<file path="src/csr_index_macros.svh">
// ----------------------------------------------------------------------
// Width, lane and queue size constants for the stride index configurator.
// Included by the package and by every module that sizes a port.
// ----------------------------------------------------------------------
`ifndef CSR_INDEX_MACROS_SVH
`define CSR_INDEX_MACROS_SVH

`define CSR_DATA_W      32
`define CSR_OFFSET_W    16
`define CSR_SHIFT_W     4
`define CSR_SEQ_WIDTH   16
`define CSR_LANES       4
`define CSR_LANE_W      2
`define CSR_ADDR_W      64
`define CSR_FIFO_DEPTH  16
`define CSR_PROG_THRESH 12
`define CSR_CMD_W       3
`define CSR_BUF_W       3

`endif

</file>
<file path="src/csr_index_pkg.sv">
// ----------------------------------------------------------------------
// Shared types for the configurator: response and lane buses, the
// decoded configuration record and the two-view configuration word.
// ----------------------------------------------------------------------
`default_nettype none
`include "csr_index_macros.svh"

package csr_index_pkg;

    typedef enum logic [`CSR_BUF_W-1:0] {
        BUF_INVALID      = 3'd0,
        BUF_CU_SETUP     = 3'd1,
        BUF_ENGINE_SETUP = 3'd2,
        BUF_KERNEL_DATA  = 3'd3,
        BUF_VERTEX_DATA  = 3'd4,
        BUF_EDGE_DATA    = 3'd5
    } buffer_type_e;

    typedef enum logic [`CSR_CMD_W-1:0] {
        CMD_INVALID      = 3'd0,
        CMD_MEM_READ     = 3'd1,
        CMD_MEM_WRITE    = 3'd2,
        CMD_STREAM_READ  = 3'd3,
        CMD_STREAM_WRITE = 3'd4,
        CMD_CONFIGURE    = 3'd5
    } memory_cmd_e;

    typedef struct packed {
        logic                     valid;
        buffer_type_e             buffer;
        logic [`CSR_OFFSET_W-1:0] offset;
        logic [`CSR_SHIFT_W-1:0]  shift;
        logic [`CSR_DATA_W-1:0]   data;
    } memory_response_t;

    typedef struct packed {
        logic                               valid;
        logic [$clog2(`CSR_SEQ_WIDTH)-1:0]  seq;
        logic [`CSR_DATA_W-1:0]             data;
    } lane_word_t;

    // Word 0 carries the mode flags, word 4 the granularity and direction
    typedef union packed {
        logic [`CSR_DATA_W-1:0] raw;
        struct packed {
            logic [`CSR_DATA_W-5:0] reserved;
            logic                   mode_buffer;
            logic                   mode_sequence;
            logic                   decrement;
            logic                   increment;
        } mode;
        struct packed {
            logic                   direction;
            logic [`CSR_DATA_W-2:0] granularity;
        } shift;
    } config_word_u;

    typedef struct packed {
        logic                   increment;
        logic                   decrement;
        logic                   mode_sequence;
        logic                   mode_buffer;
        logic [`CSR_DATA_W-1:0] index_start;
        logic [`CSR_DATA_W-1:0] index_end;
        logic [`CSR_DATA_W-1:0] stride;
        logic [`CSR_DATA_W-1:0] array_size;
        logic [`CSR_DATA_W-2:0] granularity;
        logic                   direction;
        memory_cmd_e            cmd;
        buffer_type_e           buffer;
        logic [`CSR_ADDR_W-1:0] array_pointer;
    } index_config_t;

    typedef struct packed {
        logic                   valid;
        logic [`CSR_LANE_W-1:0] lane;
        index_config_t          index_config;
    } config_record_t;

endpackage

`default_nettype wire

</file>
<file path="src/config_word_capture.sv">
// ----------------------------------------------------------------------
// One lane's record assembly. Words arrive in any order by sequence
// position; busy marks a complete record until the collector grants it.
// ----------------------------------------------------------------------
`timescale 1ns/1ps
`default_nettype none
`include "csr_index_macros.svh"

module config_word_capture import csr_index_pkg::*; #(
    parameter int LANE_ID = 0
) (
    input  logic          ap_clk,
    input  logic          areset_csr_index_generator,
    input  lane_word_t    lane_word,
    input  logic          select,
    input  logic          grant,
    output logic          busy,
    output index_config_t index_config
);

    logic [`CSR_SEQ_WIDTH-1:0] present;
    config_word_u              word;
    logic                      store;

    assign word.raw = lane_word.data;
    assign store    = select & lane_word.valid;

    // Complete once every position has been seen at least once
    assign busy = &present;

// ----------------------------------------------------------------------
// Presence mask
// ----------------------------------------------------------------------
    always_ff @(posedge ap_clk) begin
        if (areset_csr_index_generator)
            present <= '0;
        else if (grant)
            present <= '0;
        else if (store)
            present[lane_word.seq] <= 1'b1;
    end

// ----------------------------------------------------------------------
// Field decode by position
// ----------------------------------------------------------------------
    always_ff @(posedge ap_clk) begin
        if (store) begin
            case (lane_word.seq)
                4'd0: begin
                    index_config.increment     <= word.mode.increment;
                    index_config.decrement     <= word.mode.decrement;
                    index_config.mode_sequence <= word.mode.mode_sequence;
                    index_config.mode_buffer   <= word.mode.mode_buffer;
                end
                4'd1: index_config.index_start <= word.raw;
                4'd2: index_config.index_end   <= word.raw;
                4'd3: index_config.stride      <= word.raw;
                4'd4: begin
                    index_config.granularity <= word.shift.granularity;
                    index_config.direction   <= word.shift.direction;
                end
                4'd5: begin
                    index_config.cmd    <= memory_cmd_e'(word.raw[`CSR_CMD_W-1:0]);
                    index_config.buffer <= buffer_type_e'(word.raw[`CSR_CMD_W +: `CSR_BUF_W]);
                end
                // Pointer is split low word first
                4'd8: index_config.array_pointer[`CSR_DATA_W-1:0] <= word.raw;
                4'd9: index_config.array_pointer[`CSR_ADDR_W-1:`CSR_DATA_W] <= word.raw;
                4'd10: index_config.array_size <= word.raw;
                default: begin
                    // Presence only
                end
            endcase
        end
    end

    // Dispatcher must hold words back while the record waits for a grant
    assert property (@(posedge ap_clk) disable iff (areset_csr_index_generator)
        select |-> !busy)
        else $error("Lane %0d selected while holding a finished record", LANE_ID);

endmodule

`default_nettype wire

</file>
<file path="config.mk">
export PLATFORM = sky130hd
export DESIGN_NAME = config_word_capture
export DESIGN_NICKNAME = d
export VERILOG_FILES = /design/src/csr_index_pkg.sv /design/src/config_word_capture.sv
export VERILOG_INCLUDE_DIRS = /design/src /design/src/src
export SDC_FILE = /design/constraint.sdc
export NUM_CORES = 1
export LEC_CHECK = 0
export BUFFER_PORTS_ARGS = -buffer_cell sky130_fd_sc_hd__buf_4
export CAP_MARGIN = 20
export CELL_PAD_IN_SITES_DETAIL_PLACEMENT = 1
export CELL_PAD_IN_SITES_GLOBAL_PLACEMENT = 1
export CORE_AREA = 8 8 158 160
export DETAILED_ROUTE_END_ITERATION = 12
export DIE_AREA = 0 0 166 168
export GPL_ROUTABILITY_DRIVEN = 0
export GPL_TIMING_DRIVEN = 1
export PLACE_DENSITY = 0.79
export SETUP_SLACK_MARGIN = 0.1
export SKIP_CTS_REPAIR_TIMING = 1
export SLEW_MARGIN = 20
export SYNTH_ARGS = -nofsm -noshare
export SYNTH_HDL_FRONTEND = slang
export SYNTH_SLANG_ARGS = --single-unit
</file>
<file path="constraint.sdc">
create_clock -name ap_clk -period 9.8 [get_ports ap_clk]
set_input_delay 0.98 -clock ap_clk [delete_from_list [all_inputs] [get_ports ap_clk]]
set_output_delay 0.98 -clock ap_clk [all_outputs]
set_load 0.005 [all_outputs]
</file>
==> impl_metrics.csv <==
group,metric,value,unit
synth,syn_area,7690,µm²
worst_hold_path,min-delay-start,"present[1]$_SDFFE_PP0P_",
status,status,"completed",
pwr,peakVddDrop,0.0941,mV
synth,ys_seq_area_frac,0.955,
setup_path,startpoint_type,"register",
clocking,clock_path_buffers,3,
drt,drc,0,
synth,syn_inst,295,
worst_hold_path,holdPathStages,1,
global_routing,grt_start_max_net_pins,33,
drt,routed_via_density,4.58,
synth,synth_top_area_frac,0.914,
sta,setup_violations,0,
placed_design,placed_area,10200,µm²
clocking,clk_pin_slew,0.06,ns
worst_hold_path,hp-class,"reg -> reg",
synth,synth_seq_cells,250,
drt,drt_iter0_drc,196,
sta,slew_viol_final,0,
drt,ant_nets,0,
clocking,clock_latency,0.50,ns
drt,vias,4139,
die,core_area,22400,µm²
setup_path,reg2reg_depth,1,
synth,synth_area_leaders,"edfxtp_1, dfxtp_1, o2bb2ai_1",
cells_and_area,diodes,0,
global_routing,grt_usage,0.145,
global_routing,grt_overflow_total,0,
clocking,cts_tree,"done",
die,rows,55,
clocking,cts_made_buffers,25,
cells_and_area,fin_nets,642,
drt,first_pass_iters,4,
setup_path,cp-end-kind,"output port",
die,die_width,166,µm
setup_path,regToRegEndpoint,"present[14]$_SDFFE_PP0P_",
cells_and_area,ff_latch_area,7350,µm²
drt,wl_per_cell,23.5,µm
die,dieHeight,168,µm
cells_and_area,fillers,2073,
cells_and_area,drive_above_1_share,0.529,
clocking,htree_levels,1,
sta,slew_headroom,0.299,
sta,clock_skew,0,ns
placed_design,numPortBuffers,275,
setup_path,critPathRequiredTime,8.82,ns
setup_path,reg2reg_slack,9.22,ns
sta,rsz0062_at_grt,"no",
sta,hold_viol,0,
clocking,cts_root_buf,"clkbuf_16",
synth,postSynthAreaPerCell,26.1,µm²
sta,fmax,390,MHz
synth,synth.net_count,336,
pwr,power_leakage,4.04,nW
cells_and_area,multi_input_area,357,µm²
die,pin_count,276,
global_routing,grt_pass1_vias,4530,
setup_path,worstSetupPathType,"reg -> out",
cells_and_area,syn2layout_area_growth,43.3,%
worst_hold_path,min_to,"present[1]$_SDFFE_PP0P_",
drt,wl,21200,µm
die,die-area,27900,µm²
run,maxCapViolCount,0,
global_routing,antenna_found_initial,0,
synth,yosys.area.top_type,"edfxtp_1",
sta,worstMarginPinSlew,1.05,ns
synth,synth.distinct_cells,15,
synth,synth_warnings,0,
global_routing,grt_pass1_wl,30800,µm
sta,period_needed,2.56,ns
die,start_util,0.344,
setup_path,crit_fanout,2,
clocking,cts_sinks,250,
sta,fin_tns_setup,0,ns
setup_path,critPathArrivalTime,1.58,ns
setup_path,r2r_start,"present[14]$_SDFFE_PP0P_",
sta,period_share,0.262,
cells_and_area,design_area,11000,µm²
pwr,powerDensity,194,nW/µm²
placed_design,dpl.hpwl,15100,µm
-- power by group --
group,internal (mW),switching (mW),leakage [nW]
sequential,1.18,0.00422,2.24
clock,0.523,0.373,0.370
combinational,0.0252,0.0311,1.44
total,1.73,0.408,4.04
-- routing by layer --
| metal | GRT usage | share of wire | vias to the layer above |
|---|---|---|---|
| met3 | 0.0435 | 0.073 | 31 |
| met1 | 0.169 | 0.40 | 2090 |
| met5 | 0 | 0 | - |
| met4 | 0.0411 | 0.018 | 0 |
| li1 | - | - | 1820 |
| met2 | 0.256 | 0.51 | 198 |
-- kinds of logic after synthesis --
group,share of synthesized area
flip-flops,0.955
buffers and inverters,0.00407
AND/OR/NAND/NOR,0.0223
AO/OA/AOI/OAI,0.0182
-- stage by stage --
stage,hold WS [ns],utilization,cells,setup slack [ns],total power [mW]
2_1_floorplan,0.432,-,295,5.82,1.21
4_1_cts,0.466,0.490,900,7.28,2.15
3_5_place_dp,0.447,0.455,856,6.82,1.26
3_3_place_gp,0.449,0.454,855,6.83,1.26
5_1_grt,0.479,0.493,903,7.18,2.19
6_report,0.467,0.493,903,7.24,2.13
-- layout by cell type, fill, tap and decap left out, drive strengths merged --
master    count
nand4b        2
dfxtp        16
clkbuf       32
nand4bb       2
nor3          4
nor2          6
nand2b        2
clkinv        7
or4           1
inv           1
nor4          1
edfxtp      234
buf         283
nand4         5
o2bb2ai      16
clkinvlp      2
bufinv        2
or4b          2
-- cell usage after synthesis, drive strengths merged --
| cell | n |
|---|---|
| buf | 3 |
| clkbuf | 1 |
| dfxtp | 16 |
| edfxtp | 234 |
| nand2b | 2 |
| nand4 | 5 |
| nand4b | 2 |
| nand4bb | 2 |
| nor2 | 6 |
| nor3 | 4 |
| nor4 | 1 |
| o2bb2ai | 16 |
| or4 | 1 |
| or4b | 2 |
-- critical path, cell delays in order (launching register included) --
cell and delay, ns:
dfxtp_1 0.35, nand4_1 0.10, nor4_1 0.44, buf_4 0.19
-- flip-flops by register name (all words and copies together) (netlist names) --
signal,flops
index_config,234
present,16
-- cell type report --
| class | count | share of cell area |
|---|---|---|
| flip-flops and latches | 250 | 0.667 |
| clock buffers | 32 | 0.0591 |
| repair buffers | 283 | 0.199 |
| clock inverters | 12 | 0.0108 |
| multi-input cells | 41 | 0.0323 |
| well taps | 285 | 0.0323 |
-- how the worst max path moves through the flow --
stage | endpoint | cells after the start | slack (ns) | from
finish | busy | 3 | 7.24 | present[14]$_SDFFE_PP0P_
global route | busy | 3 | 7.18 | present[14]$_SDFFE_PP0P_
detailed placement | index_config[88]$_DFFE_PP_ | 3 | 6.82 | lane_word[32]
global placement | index_config[44]$_DFFE_PP_ | 3 | 6.83 | lane_word[33]
floorplan | index_config[198]$_DFFE_PP_ | 2 | 5.82 | lane_word[33]
CTS | busy | 3 | 7.28 | present[14]$_SDFFE_PP0P_
No activity file was read; power rests on OpenSTA's default activity.
