<file path="config.mk">
export PLATFORM = sky130hd
export DESIGN_NAME = config_response_dispatcher
export DESIGN_NICKNAME = d
export VERILOG_FILES = /design/src/csr_index_pkg.sv /design/src/sync_fifo.sv /design/src/config_response_dispatcher.sv
export VERILOG_INCLUDE_DIRS = /design/src /design/src/src
export SDC_FILE = /design/constraint.sdc
export NUM_CORES = 1
export LEC_CHECK = 0
export BUFFER_PORTS_ARGS = -buffer_cell sky130_fd_sc_hd__buf_4
export CORE_MARGIN = 4
export CORE_UTILIZATION = 55
export CTS_BUF_LIST = sky130_fd_sc_hd__clkbuf_16
export DETAILED_ROUTE_END_ITERATION = 8
export PLACE_DENSITY = 0.72
export SYNTH_ARGS = -nofsm -noshare
export SYNTH_HDL_FRONTEND = slang
export SYNTH_SLANG_ARGS = --single-unit
export TNS_END_PERCENT = 10
</file>
<file path="constraint.sdc">
create_clock -name ap_clk -period 9.69 [get_ports ap_clk]
set_input_delay 1.938 -clock ap_clk [delete_from_list [all_inputs] [get_ports ap_clk]]
set_output_delay 1.938 -clock ap_clk [all_outputs]
set_load 0.02 [all_outputs]
</file>
<file path="src/csr_index_macros.svh">
// ----------------------------------------------------------------------
// Width, lane and queue size constants for the stride index configurator.
// Included by the package and by every module that sizes a port.
// ----------------------------------------------------------------------
`ifndef CSR_INDEX_MACROS_SVH
`define CSR_INDEX_MACROS_SVH

`define CSR_DATA_W      32
`define CSR_OFFSET_W    16
`define CSR_SHIFT_W     4
`define CSR_SEQ_WIDTH   16
`define CSR_LANES       4
`define CSR_LANE_W      2
`define CSR_ADDR_W      64
`define CSR_FIFO_DEPTH  16
`define CSR_PROG_THRESH 12
`define CSR_CMD_W       3
`define CSR_BUF_W       3

`endif

</file>
<file path="src/csr_index_pkg.sv">
// ----------------------------------------------------------------------
// Shared types for the configurator: response and lane buses, the
// decoded configuration record and the two-view configuration word.
// ----------------------------------------------------------------------
`default_nettype none
`include "csr_index_macros.svh"

package csr_index_pkg;

    typedef enum logic [`CSR_BUF_W-1:0] {
        BUF_INVALID      = 3'd0,
        BUF_CU_SETUP     = 3'd1,
        BUF_ENGINE_SETUP = 3'd2,
        BUF_KERNEL_DATA  = 3'd3,
        BUF_VERTEX_DATA  = 3'd4,
        BUF_EDGE_DATA    = 3'd5
    } buffer_type_e;

    typedef enum logic [`CSR_CMD_W-1:0] {
        CMD_INVALID      = 3'd0,
        CMD_MEM_READ     = 3'd1,
        CMD_MEM_WRITE    = 3'd2,
        CMD_STREAM_READ  = 3'd3,
        CMD_STREAM_WRITE = 3'd4,
        CMD_CONFIGURE    = 3'd5
    } memory_cmd_e;

    typedef struct packed {
        logic                     valid;
        buffer_type_e             buffer;
        logic [`CSR_OFFSET_W-1:0] offset;
        logic [`CSR_SHIFT_W-1:0]  shift;
        logic [`CSR_DATA_W-1:0]   data;
    } memory_response_t;

    typedef struct packed {
        logic                               valid;
        logic [$clog2(`CSR_SEQ_WIDTH)-1:0]  seq;
        logic [`CSR_DATA_W-1:0]             data;
    } lane_word_t;

    // Word 0 carries the mode flags, word 4 the granularity and direction
    typedef union packed {
        logic [`CSR_DATA_W-1:0] raw;
        struct packed {
            logic [`CSR_DATA_W-5:0] reserved;
            logic                   mode_buffer;
            logic                   mode_sequence;
            logic                   decrement;
            logic                   increment;
        } mode;
        struct packed {
            logic                   direction;
            logic [`CSR_DATA_W-2:0] granularity;
        } shift;
    } config_word_u;

    typedef struct packed {
        logic                   increment;
        logic                   decrement;
        logic                   mode_sequence;
        logic                   mode_buffer;
        logic [`CSR_DATA_W-1:0] index_start;
        logic [`CSR_DATA_W-1:0] index_end;
        logic [`CSR_DATA_W-1:0] stride;
        logic [`CSR_DATA_W-1:0] array_size;
        logic [`CSR_DATA_W-2:0] granularity;
        logic                   direction;
        memory_cmd_e            cmd;
        buffer_type_e           buffer;
        logic [`CSR_ADDR_W-1:0] array_pointer;
    } index_config_t;

    typedef struct packed {
        logic                   valid;
        logic [`CSR_LANE_W-1:0] lane;
        index_config_t          index_config;
    } config_record_t;

endpackage

`default_nettype wire

</file>
<file path="src/sync_fifo.sv">
// ----------------------------------------------------------------------
// Show-ahead synchronous FIFO with an almost-full flag. The head word is
// on dout whenever empty is low; rd_en pops it on the next edge.
// ----------------------------------------------------------------------
`timescale 1ns/1ps
`default_nettype none
`include "csr_index_macros.svh"

module sync_fifo #(
    parameter int DEPTH = `CSR_FIFO_DEPTH,
    parameter int WIDTH = 8
) (
    input  logic             ap_clk,
    input  logic             areset_csr_index_generator,
    input  logic [WIDTH-1:0] din,
    input  logic             wr_en,
    input  logic             rd_en,
    output logic [WIDTH-1:0] dout,
    output logic             empty,
    output logic             full,
    output logic             prog_full
);

    localparam int PTR_W = $clog2(DEPTH);

    logic [WIDTH-1:0] mem [DEPTH];
    logic [PTR_W-1:0] wr_ptr;
    logic [PTR_W-1:0] rd_ptr;
    logic [PTR_W:0]   count;
    logic             push;
    logic             pop;

    assign push = wr_en & ~full;
    assign pop  = rd_en & ~empty;

    always_ff @(posedge ap_clk) begin
        if (areset_csr_index_generator) begin
            wr_ptr <= '0;
            rd_ptr <= '0;
            count  <= '0;
        end else begin
            if (push)
                wr_ptr <= wr_ptr + 1'b1;
            if (pop)
                rd_ptr <= rd_ptr + 1'b1;
            // Count moves only when one side is active alone
            if (push && !pop)
                count <= count + 1'b1;
            else if (pop && !push)
                count <= count - 1'b1;
        end
    end

    always_ff @(posedge ap_clk) begin
        if (push)
            mem[wr_ptr] <= din;
    end

    assign dout      = mem[rd_ptr];
    assign empty     = (count == '0);
    assign full      = (count == (PTR_W+1)'(DEPTH));
    assign prog_full = (count >= (PTR_W+1)'(`CSR_PROG_THRESH));

endmodule

`default_nettype wire

</file>
<file path="src/config_response_dispatcher.sv">
// ----------------------------------------------------------------------
// Filters memory read responses down to setup traffic inside the lane
// windows, queues them, and hands the queue head to its target lane.
// ----------------------------------------------------------------------
`timescale 1ns/1ps
`default_nettype none
`include "csr_index_macros.svh"

module config_response_dispatcher import csr_index_pkg::*; (
    input  logic                    ap_clk,
    input  logic                    areset_csr_index_generator,
    input  memory_response_t        response,
    input  logic [`CSR_LANES-1:0]   lane_busy,
    output logic                    in_prog_full,
    output lane_word_t              lane_word,
    output logic [`CSR_LANES-1:0]   lane_select
);

    localparam int POS_W     = $clog2(`CSR_SEQ_WIDTH);
    localparam int SEQ_LIMIT = `CSR_LANES * `CSR_SEQ_WIDTH;

    memory_response_t         resp_reg;
    memory_response_t         head;
    logic [`CSR_OFFSET_W-1:0] resp_seq;
    logic [`CSR_OFFSET_W-1:0] head_seq;
    logic [`CSR_LANE_W-1:0]   head_lane;
    logic                     setup_type;
    logic                     wr_en;
    logic                     pop;
    logic                     empty;
    logic                     full;

// ----------------------------------------------------------------------
// Input register and filter
// ----------------------------------------------------------------------
    always_ff @(posedge ap_clk) begin
        resp_reg.buffer <= response.buffer;
        resp_reg.offset <= response.offset;
        resp_reg.shift  <= response.shift;
        resp_reg.data   <= response.data;
        if (areset_csr_index_generator)
            resp_reg.valid <= 1'b0;
        else
            resp_reg.valid <= response.valid;
    end

    // Sequence number is the word offset scaled down by the shift
    assign resp_seq   = resp_reg.offset >> resp_reg.shift;
    assign setup_type = (resp_reg.buffer == BUF_CU_SETUP) ||
                        (resp_reg.buffer == BUF_ENGINE_SETUP);
    assign wr_en      = resp_reg.valid & setup_type & (resp_seq < SEQ_LIMIT);

    sync_fifo #(
        .DEPTH (`CSR_FIFO_DEPTH),
        .WIDTH ($bits(memory_response_t))
    ) i_input_fifo (
        .ap_clk                     (ap_clk),
        .areset_csr_index_generator (areset_csr_index_generator),
        .din                        (resp_reg),
        .wr_en                      (wr_en),
        .rd_en                      (pop),
        .dout                       (head),
        .empty                      (empty),
        .full                       (full),
        .prog_full                  (in_prog_full)
    );

// ----------------------------------------------------------------------
// Head decode and lane hand-off
// ----------------------------------------------------------------------
    assign head_seq  = head.offset >> head.shift;
    assign head_lane = head_seq[POS_W +: `CSR_LANE_W];

    // A finished lane blocks the whole queue until it is drained
    assign pop = ~empty & ~lane_busy[head_lane];

    assign lane_word.valid = pop;
    assign lane_word.seq   = head_seq[POS_W-1:0];
    assign lane_word.data  = head.data;
    assign lane_select     = pop ? (`CSR_LANES)'(1) << head_lane : '0;

    // Upstream must honour in_prog_full well before the queue fills
    assert property (@(posedge ap_clk) disable iff (areset_csr_index_generator)
        !(wr_en && full))
        else $error("Response written into a full input queue");

endmodule

`default_nettype wire

</file>
==> reports/qor.txt <==
Slowest-stage cell, CP = buf_4
Largest net degree at the start of global routing = 73
Syn_area_per_cell = 23.5 um^2
Global placer's final weighted congestion = 0.767
Library cells used by synthesis = 49
DRT Pass-1 Iters = 7
Clk pin slew, worst setup/hold paths = 0.06 ns
R2R setup slack = 3.66 ns
Sequential fraction of the synthesis area = 0.777
Period utilization = 0.750
Overall global routing resource usage = 0.221
Crit path top cell by count = buf_4
Final setup fails = 0
Post-DP Area = 0.0358 mm^2
First DRT Iteration DRCs = 1,506
Pwr/cell area = 244 mW/mm^2
Leak Pwr = 12.3 nW
Unrepaired setup endpoints after global routing = no
Initial antenna violation count = 2
Via/cell ratio = 6.29
Slew @ Worst Pin = 1.16 ns
Max Root-Sink Buffers = 3
Post-Syn Instances = 1,451
F_max = 138 MHz
Critical path, cell by cell = buf_4, buf_4, mux4_2, a22oi_1, nand2_1, mux2i_1, mux2_1, or2_1, mux2i_1, o2111a_2, nor2_8, nor3_1, buf_4
CP required = 7.75 ns
NumNets Final = 1,679
Net Count, Synth = 1,523
Crit Path Category = reg -> out
Core ar. = 0.0608 mm^2
Crit start category = flip-flop
Max VDD drop = 0.174 mV
Die Ht = 257 um
CP Data Arrival Time = 5.33 ns
Post-synth ARST share = 0
Clock Latency Late Sink = 0.64 ns
DR DRC count = 0
Count of hold-fix buffers inserted at cts = 0
Site Rows = 90
Post-Syn Area = 0.0340 mm^2
Detailed-route via count = 15,500
Vias in the first global route = 16,100
GRT overflow = 0
# diodes = 0
Crit-path max FO = 68
IO Port Bufs = 103
Clock Skew = 0.0263 ns
Min Tclk post-route = 7.27 ns
Die area = 0.0659 mm^2
Max incr delay on CP = 0.84 ns
Post-synth EDFFs = 832
H-tree levels = 3
Rel. slew slack = 0.226
CTS resizes = 0
Setup TNS = 0 ns
Total clock sinks = 905
Total CTS buffers = 89
Post-CTS Setup Bufs = 0
Fin area = 0.0387 mm^2
Yosys warnings = 0
Routed Antenna Nets = 0
Number of flip-flops in the largest register = 832
Status = completed
Slew Viols, Final = 0
Initial Utilization = 0.560
Final HPWL DP = 34,800 um
Die W = 257 um
Crit path capture type = output port
First-pass GRT wire length = 108,000 um
Ports = 104
MaxCap Viol Count = 0
Post-synth top flop = edfxtp_1
Clock tree root buffer cell = clkbuf_16
Hold Vio Cnt, Final = 0
CTS tree = done
Synthesis-to-layout area growth = 13.7%
FF+latch count, synth = 905
Worst hold path class = reg -> reg
Share of cells above drive strength 1 = 0.316
Final wirelength = 71,500 um
Drt wl/cell = 29.0 um
Post-layout total power = 9.45 mW
[where the power goes]
group / internal [mW] / switching, mW
Sequential: 4.29 / 0.0907
Clock: 1.97 / 1.43
Combinational: 0.855 / 0.818
[cell usage after synthesis, drive strengths merged, types with 2 or more instances]
cell	number	area share
a211oi	4	0.00088
a21o	3	0.00066
a21oi	13	0.0019
a22oi	30	0.0071
a31oi	4	0.00074
and2	2	0.00037
buf	36	0.0075
clkbuf	35	0.0039
dfxtp	73	0.043
edfxtp	832	0.73
ha	9	0.0033
inv	6	0.00074
mux2	12	0.0044
mux2i	26	0.0076
mux4	245	0.16
nand2	27	0.0031
nand2b	5	0.00092
nand4	3	0.00055
nand4b	2	0.00051
nor2	32	0.0040
nor2b	7	0.0013
nor3	10	0.0015
o2111a	2	0.00074
o211ai	2	0.00044
o21a	2	0.00044
o21ai	10	0.0015
or2	2	0.00037
or3	2	0.00037
xnor2	3	0.00077
xor2	5	0.0013
[worst paths after layout]
check | from | to | depth (start not counted)
setup / recovery | flip-flop | lane_select[3] | 13
hold / removal | i_input_fifo.count[4] | i_input_fifo.count[4] | 2
setup reg to reg | flip-flop | i_input_fifo.count[4] | 19
hold reg to reg | i_input_fifo.count[4] | i_input_fifo.count[4] | 2
[worst max-delay path: cells and delay by family, from the launching register on]
kind	cells	cell delay, ns
AOI/OAI and AO/OA	2	0.45
buffers and inverters	3	1.85
DFF	1	0.48
muxes	4	1.14
and+or+nand+nor	4	0.67
[per-stage QoR]
| stage | setup slack [ns] | hold slack [ns] | util | std cells |
|---|---|---|---|---|
| 2_1_floorplan | 3.44 | 0.476 | - | 1451 |
| 3_3_place_gp | 3.25 | 0.502 | 0.588 | 2298 |
| 3_5_place_dp | 3.14 | 0.518 | 0.588 | 2298 |
| 4_1_cts | 2.39 | 0.526 | 0.636 | 2465 |
| 5_1_grt | 2.05 | 0.577 | 0.636 | 2465 |
| 6_report | 2.42 | 0.526 | 0.636 | 2465 |
[cells by family after synthesis]
kind of cell | share of synthesized area
and+or+nand+nor | 0.0138
adders and majority gates | 0.00390
AOI/OAI and AO/OA | 0.0154
muxes | 0.176
DFF | 0.777
xor gates and xnor gates | 0.00206
buffers and inverters | 0.0121
[metal layers]
metal | track usage | up-vias | wire length (um)
met3 | 0.0352 | 118 | 4560
met2 | 0.362 | 577 | 35900
met5 | 0 | - | 0
li1 | - | 6486 | -
met4 | 0.0541 | 0 | 1530
met1 | 0.321 | 8334 | 29500
[placed cells by master (no fill, tap or decap), drive strengths merged, types with 12 or more instances in the layout]
cell,netlist,layout
edfxtp,832,832
mux4,245,245
buf,36,136
clkbuf,35,92
dfxtp,73,73
clkinv,0,39
nor2,32,32
inv,6,31
a22oi,30,30
nand2,27,27
mux2i,26,26
a21oi,13,13
mux2,12,12
[layout make-up]
type,count,area (um^2)
Fill cell,3997,22100
Multi-Input combinational cell,469,7290
Sequential cell,905,26500
Timing Repair Buffer,136,1020
Inverter,6,25.0
Tap cell,782,978
Clock buffer,92,2300
Clock inverter,75,613
Note: power is estimated with default switching activity, not from simulation.
