===== src/csr_index_macros.svh =====
// ----------------------------------------------------------------------
// Width, lane and queue size constants for the stride index configurator.
// Included by the package and by every module that sizes a port.
// ----------------------------------------------------------------------
`ifndef CSR_INDEX_MACROS_SVH
`define CSR_INDEX_MACROS_SVH

`define CSR_DATA_W      32
`define CSR_OFFSET_W    16
`define CSR_SHIFT_W     4
`define CSR_SEQ_WIDTH   16
`define CSR_LANES       4
`define CSR_LANE_W      2
`define CSR_ADDR_W      64
`define CSR_FIFO_DEPTH  16
`define CSR_PROG_THRESH 12
`define CSR_CMD_W       3
`define CSR_BUF_W       3

`endif


===== src/csr_index_pkg.sv =====
// ----------------------------------------------------------------------
// Shared types for the configurator: response and lane buses, the
// decoded configuration record and the two-view configuration word.
// ----------------------------------------------------------------------
`default_nettype none
`include "csr_index_macros.svh"

package csr_index_pkg;

    typedef enum logic [`CSR_BUF_W-1:0] {
        BUF_INVALID      = 3'd0,
        BUF_CU_SETUP     = 3'd1,
        BUF_ENGINE_SETUP = 3'd2,
        BUF_KERNEL_DATA  = 3'd3,
        BUF_VERTEX_DATA  = 3'd4,
        BUF_EDGE_DATA    = 3'd5
    } buffer_type_e;

    typedef enum logic [`CSR_CMD_W-1:0] {
        CMD_INVALID      = 3'd0,
        CMD_MEM_READ     = 3'd1,
        CMD_MEM_WRITE    = 3'd2,
        CMD_STREAM_READ  = 3'd3,
        CMD_STREAM_WRITE = 3'd4,
        CMD_CONFIGURE    = 3'd5
    } memory_cmd_e;

    typedef struct packed {
        logic                     valid;
        buffer_type_e             buffer;
        logic [`CSR_OFFSET_W-1:0] offset;
        logic [`CSR_SHIFT_W-1:0]  shift;
        logic [`CSR_DATA_W-1:0]   data;
    } memory_response_t;

    typedef struct packed {
        logic                               valid;
        logic [$clog2(`CSR_SEQ_WIDTH)-1:0]  seq;
        logic [`CSR_DATA_W-1:0]             data;
    } lane_word_t;

    // Word 0 carries the mode flags, word 4 the granularity and direction
    typedef union packed {
        logic [`CSR_DATA_W-1:0] raw;
        struct packed {
            logic [`CSR_DATA_W-5:0] reserved;
            logic                   mode_buffer;
            logic                   mode_sequence;
            logic                   decrement;
            logic                   increment;
        } mode;
        struct packed {
            logic                   direction;
            logic [`CSR_DATA_W-2:0] granularity;
        } shift;
    } config_word_u;

    typedef struct packed {
        logic                   increment;
        logic                   decrement;
        logic                   mode_sequence;
        logic                   mode_buffer;
        logic [`CSR_DATA_W-1:0] index_start;
        logic [`CSR_DATA_W-1:0] index_end;
        logic [`CSR_DATA_W-1:0] stride;
        logic [`CSR_DATA_W-1:0] array_size;
        logic [`CSR_DATA_W-2:0] granularity;
        logic                   direction;
        memory_cmd_e            cmd;
        buffer_type_e           buffer;
        logic [`CSR_ADDR_W-1:0] array_pointer;
    } index_config_t;

    typedef struct packed {
        logic                   valid;
        logic [`CSR_LANE_W-1:0] lane;
        index_config_t          index_config;
    } config_record_t;

endpackage

`default_nettype wire


===== src/sync_fifo.sv =====
// ----------------------------------------------------------------------
// Show-ahead synchronous FIFO with an almost-full flag. The head word is
// on dout whenever empty is low; rd_en pops it on the next edge.
// ----------------------------------------------------------------------
`timescale 1ns/1ps
`default_nettype none
`include "csr_index_macros.svh"

module sync_fifo #(
    parameter int DEPTH = `CSR_FIFO_DEPTH,
    parameter int WIDTH = 8
) (
    input  logic             ap_clk,
    input  logic             areset_csr_index_generator,
    input  logic [WIDTH-1:0] din,
    input  logic             wr_en,
    input  logic             rd_en,
    output logic [WIDTH-1:0] dout,
    output logic             empty,
    output logic             full,
    output logic             prog_full
);

    localparam int PTR_W = $clog2(DEPTH);

    logic [WIDTH-1:0] mem [DEPTH];
    logic [PTR_W-1:0] wr_ptr;
    logic [PTR_W-1:0] rd_ptr;
    logic [PTR_W:0]   count;
    logic             push;
    logic             pop;

    assign push = wr_en & ~full;
    assign pop  = rd_en & ~empty;

    always_ff @(posedge ap_clk) begin
        if (areset_csr_index_generator) begin
            wr_ptr <= '0;
            rd_ptr <= '0;
            count  <= '0;
        end else begin
            if (push)
                wr_ptr <= wr_ptr + 1'b1;
            if (pop)
                rd_ptr <= rd_ptr + 1'b1;
            // Count moves only when one side is active alone
            if (push && !pop)
                count <= count + 1'b1;
            else if (pop && !push)
                count <= count - 1'b1;
        end
    end

    always_ff @(posedge ap_clk) begin
        if (push)
            mem[wr_ptr] <= din;
    end

    assign dout      = mem[rd_ptr];
    assign empty     = (count == '0);
    assign full      = (count == (PTR_W+1)'(DEPTH));
    assign prog_full = (count >= (PTR_W+1)'(`CSR_PROG_THRESH));

endmodule

`default_nettype wire


===== src/config_collector.sv =====
// ----------------------------------------------------------------------
// Round-robin drain of finished lanes into the show-ahead output queue.
// Grants stop while the queue is almost full.
// ----------------------------------------------------------------------
`timescale 1ns/1ps
`default_nettype none
`include "csr_index_macros.svh"

module config_collector import csr_index_pkg::*; (
    input  logic                  ap_clk,
    input  logic                  areset_csr_index_generator,
    input  logic [`CSR_LANES-1:0] lane_busy,
    input  index_config_t         lane_config [`CSR_LANES],
    output logic [`CSR_LANES-1:0] grant,
    output config_record_t        config_out,
    input  logic                  config_rd_en
);

    localparam int LANE_W = `CSR_LANE_W;

    logic [LANE_W-1:0] last_lane;
    logic [LANE_W-1:0] cand;
    logic [LANE_W-1:0] pick;
    logic              found;
    logic              allow;
    config_record_t    record_in;
    config_record_t    head;
    logic              empty;
    logic              full;
    logic              prog_full;

// ----------------------------------------------------------------------
// Arbiter
// ----------------------------------------------------------------------
    // Search starts one past the last granted lane and wraps
    always_comb begin
        found = 1'b0;
        pick  = last_lane;
        cand  = last_lane;
        for (int i = 1; i <= `CSR_LANES; i++) begin
            cand = last_lane + LANE_W'(i);
            if (!found && lane_busy[cand]) begin
                found = 1'b1;
                pick  = cand;
            end
        end
    end

    assign allow = ~prog_full;
    assign grant = (found && allow) ? (`CSR_LANES)'(1) << pick : '0;

    always_ff @(posedge ap_clk) begin
        if (areset_csr_index_generator)
            last_lane <= '0;
        else if (|grant)
            last_lane <= pick;
    end

    assign record_in.valid        = 1'b1;
    assign record_in.lane         = pick;
    assign record_in.index_config = lane_config[pick];

    sync_fifo #(
        .DEPTH (`CSR_FIFO_DEPTH),
        .WIDTH ($bits(config_record_t))
    ) i_output_fifo (
        .ap_clk                     (ap_clk),
        .areset_csr_index_generator (areset_csr_index_generator),
        .din                        (record_in),
        .wr_en                      (|grant),
        .rd_en                      (config_rd_en),
        .dout                       (head),
        .empty                      (empty),
        .full                       (full),
        .prog_full                  (prog_full)
    );

    always_comb begin
        config_out       = head;
        config_out.valid = ~empty;
    end

    // Almost-full has to cut grants before the queue runs out of room
    assert property (@(posedge ap_clk) disable iff (areset_csr_index_generator)
        !(|grant && full))
        else $error("Record written into a full output queue");

endmodule

`default_nettype wire


===== config.mk =====
export PLATFORM = sky130hd
export DESIGN_NAME = config_collector
export DESIGN_NICKNAME = d
export VERILOG_FILES = /design/src/csr_index_pkg.sv /design/src/sync_fifo.sv /design/src/config_collector.sv
export VERILOG_INCLUDE_DIRS = /design/src /design/src/src
export SDC_FILE = /design/constraint.sdc
export NUM_CORES = 2
export LEC_CHECK = 0
export ABC_CLOCK_PERIOD_IN_PS = 9200
export BUFFER_PORTS_ARGS = -buffer_cell sky130_fd_sc_hd__buf_4
export CORE_MARGIN = 2
export CORE_UTILIZATION = 35
export DETAILED_ROUTE_END_ITERATION = 7
export GPL_TIMING_DRIVEN = 0
export PLACE_DENSITY = 0.58
export SYNTH_ARGS = -nofsm -noshare
export SYNTH_HDL_FRONTEND = slang
export SYNTH_SLANG_ARGS = --single-unit

===== constraint.sdc =====
create_clock -name ap_clk -period 9.2 [get_ports ap_clk]
set_input_delay 0.46 -clock ap_clk [delete_from_list [all_inputs] [get_ports ap_clk]]
set_output_delay 0.46 -clock ap_clk [all_outputs]
set_load 0.02 [all_outputs]

==> reports/metrics.csv <==
metric,value,unit
synth-edff-count,3776,
timing.fmax,181,MHz
placement.io_buffers,1179,
clkLatencyLatePin,950,ps
ff_latch_area,0.114,mm2
firstDrtPassIters,6,
design.core.area,0.424,mm2
initial_core_util,35.2,%
global_route_wire_length_before_repair,687,mm
count_of_pins_over_their_slew_limit,2,
combined_area_of_the_multi_input_logic_cells,0.0328,mm2
htreeDepth,5,
area_growth_syn_to_layout,21.8,%
fp.dieH,657,um
clock_tree_from_tritoncts,built,
place_congestion,0.926,
grt_pass1_vias,85000,
synthesis.area_per_instance,20.6,um2
violated_checks,"max-capacitance violations, max-slew violations",
cp_max_fo,10,
final_layout_size_suffix_gt1_share,34.6,%
i_o_pin_count,1184,
synth_area,0.149,mm2
globalRouteTotalUtil,22.9,%
dominantRegCellSynth,sky130_fd_sc_hd__edfxtp_1,
cap_violations,1,
synth_seq_area_share,76.1,%
rsz_0062_raised_after_global_routing,no,
synth_async_sr_flop_share,0,%
setup_viol,0,
power.density_cell_area,302,mW/mm2
placement_rows,239,
reg2reg_setup_slack,4560,ps
dp_hpwl,349,mm
cp_data_required_time,8740,ps
min_to,i_output_fifo.mem[3][160],
mean_number_of_vias_per_cell,5.61,
synth.distinct_cells,60,
vias,84000,
cts-resized-gates,0,
syn_nets,8215,
timing.rr.end,i_output_fifo.mem[5][83],
fin_worst_hold_slack,8.10,ps
chipWidth,657,um
antenna_left,0,
ys.warnings.count,0,
layout.filler_cells,36800,
cts_setup_buffers,0,
worst_ir_drop_vdd,0.000238,V
worstReg2RegStart,last_lane[1],
aggregate_routed_wire_length,508,mm
count_of_mapped_cells_out_of_synthesis,7262,
hold_buffers,5,
hold_viol,0,
final_min_period_over_clock_period,60.0,%
reg2regPathDepth,7,
antenna_found_initial,34,
postSynthRegisterBits,3795,
cts_made_buffers,383,
worstPathArrival,5060,ps
worst_hold_path.num_cells,3,
worst_slew_margin_rel,-3.49,%
post-route-drc-count,0,
grt_max_degree,45,
min_delay_worst_type,input pin to register,
setup.worst_path.class,register to primary output,
status,"complete, but fails checks",
hold_path_origin,lane_config[160],
total_number_of_clock_tree_sinks,3795,
fin_crit,5520,ps
kind_of_launch_point_of_the_worst_setup_path,register,
max-clock-path-buffers,4,
cts-root-buf,sky130_fd_sc_hd__clkbuf_16,
power.leakage,0.0593,uW
worst_setup_hold_path_clk_slew,60,ps
timing.setup.tns,0,ps
worst_clock_skew,45.7,ps
floorplan.die_area,0.432,mm2
drt-wirelength-per-cell,33.9,um
post-route-util,42.9,%
drt_first_iter_violations,9301,
design.final.nets,9943,
max_slew.worst_pin.slew,1540,ps
worst_setup_end_kind,primary output,
overflow,0,
[final cells by class]
cell class | count | share of cell area (%)
clock buffer | 460 | 5.53
antenna | 27 | 0.0371
inverter | 240 | 0.495
timing repair buffer | 1343 | 6.81
sequential | 3795 | 62.5
tap | 5663 | 3.89
multi-input combinational | 2722 | 18.0
clock inverter | 235 | 1.32
buffer | 505 | 1.38
[critical path, cell delays in order (launching register included)]
cell	delay [ps]
sky130_fd_sc_hd__dfxtp_1	390
sky130_fd_sc_hd__buf_2	210
sky130_fd_sc_hd__buf_2	670
sky130_fd_sc_hd__nand2b_1	210
sky130_fd_sc_hd__clkbuf_2	610
sky130_fd_sc_hd__clkbuf_1	910
sky130_fd_sc_hd__o22ai_1	210
sky130_fd_sc_hd__nor2_1	540
sky130_fd_sc_hd__buf_4	250
[sequential cells by signal, summed over array words and instances, names as in the netlist, named ones only]
name and flops:
last_lane 2, i_output_fifo.mem 3776, i_output_fifo.rd_ptr 4, i_output_fifo.count 5, i_output_fifo.wr_ptr 4
[synth_stat cells (all sizes together), types with 3 or more instances]
library cell | n | area [um2]
o2111ai | 234 | 2310
a22oi | 316 | 2370
xor2 | 6 | 52.6
inv | 240 | 901
and3 | 6 | 37.5
ha | 9 | 113
edfxtp | 3776 | 113000
mux4 | 944 | 21300
a21oi | 10 | 50.1
o22ai | 157 | 982
o21ai | 470 | 2360
nor2 | 107 | 402
buf | 248 | 1520
nand2b | 9 | 56.3
nand2 | 166 | 626
nand3 | 236 | 1180
clkbuf | 257 | 983
dfxtp | 19 | 380
or2 | 3 | 18.8
and2 | 10 | 62.6
and4 | 4 | 35.0
nor2b | 6 | 40.0
[how the worst max path moves through the flow]
| stage | from | to | slack (ps) | depth (start not counted) |
|---|---|---|---|---|
| floorplan | lane_busy[2] | i_output_fifo.mem[4][0] | 2000 | 5 |
| global placement | lane_busy[2] | i_output_fifo.mem[2][130] | -5930 | 5 |
| detailed placement | lane_busy[1] | i_output_fifo.mem[11][176] | 4390 | 8 |
| CTS | register | config_out[189] | 3540 | 8 |
| global route | register | config_out[189] | 3700 | 8 |
| finish | register | config_out[194] | 3680 | 8 |
[metal layers]
layer | global-route usage, % | part of all wire (%)
met5 | 0 | 0.0093
met4 | 8.53 | 4.3
met3 | 3.16 | 6.4
met2 | 39.0 | 50
met1 | 29.8 | 39
[report_power, final]
group	internal, uW	switching, uW
combinational	5810	10600
clock	9030	6540
sequential	22700	333
total	37500	17500
[placed cells by master, fill, tap and decap left out, types with 82 or more instances in the layout]
master                      instances
sky130_fd_sc_hd__o2111ai_2        126
sky130_fd_sc_hd__o22ai_1          157
sky130_fd_sc_hd__nor2_1           107
sky130_fd_sc_hd__buf_2            162
sky130_fd_sc_hd__o2111ai_1        108
sky130_fd_sc_hd__nand2_1          165
sky130_fd_sc_hd__clkbuf_1         301
sky130_fd_sc_hd__nand3_1          236
sky130_fd_sc_hd__mux4_2           944
sky130_fd_sc_hd__a22oi_1          316
sky130_fd_sc_hd__edfxtp_1        3776
sky130_fd_sc_hd__inv_1            239
sky130_fd_sc_hd__buf_16            94
sky130_fd_sc_hd__o21ai_0          355
sky130_fd_sc_hd__clkbuf_16        391
sky130_fd_sc_hd__o21ai_1          111
sky130_fd_sc_hd__buf_4           1200
sky130_fd_sc_hd__clkinv_1          82
[through the flow]
step / area [um2] / power (uW) / std cells / setup slack, ps
5_1_grt: 182000 / 56900 / 15000 / 3700
2_1_floorplan: 149000 / 32300 / 7262 / 2000
4_1_cts: 182000 / 55500 / 14900 / 3540
6_report: 182000 / 55000 / 15000 / 3680
3_5_place_dp: 169000 / 40100 / 14200 / 4390
3_3_place_gp: 165000 / 38100 / 14100 / -5930
[kinds of logic after synthesis]
group	synth area share [%]
and+or+nand+nor	1.72
xor gates and xnor gates	0.0469
adders and majority gates	0.0888
muxes	14.2
DFF	76.1
buffers and inverters	2.28
AOI/OAI and AO/OA	5.48
(Power assumes the default switching activity.)
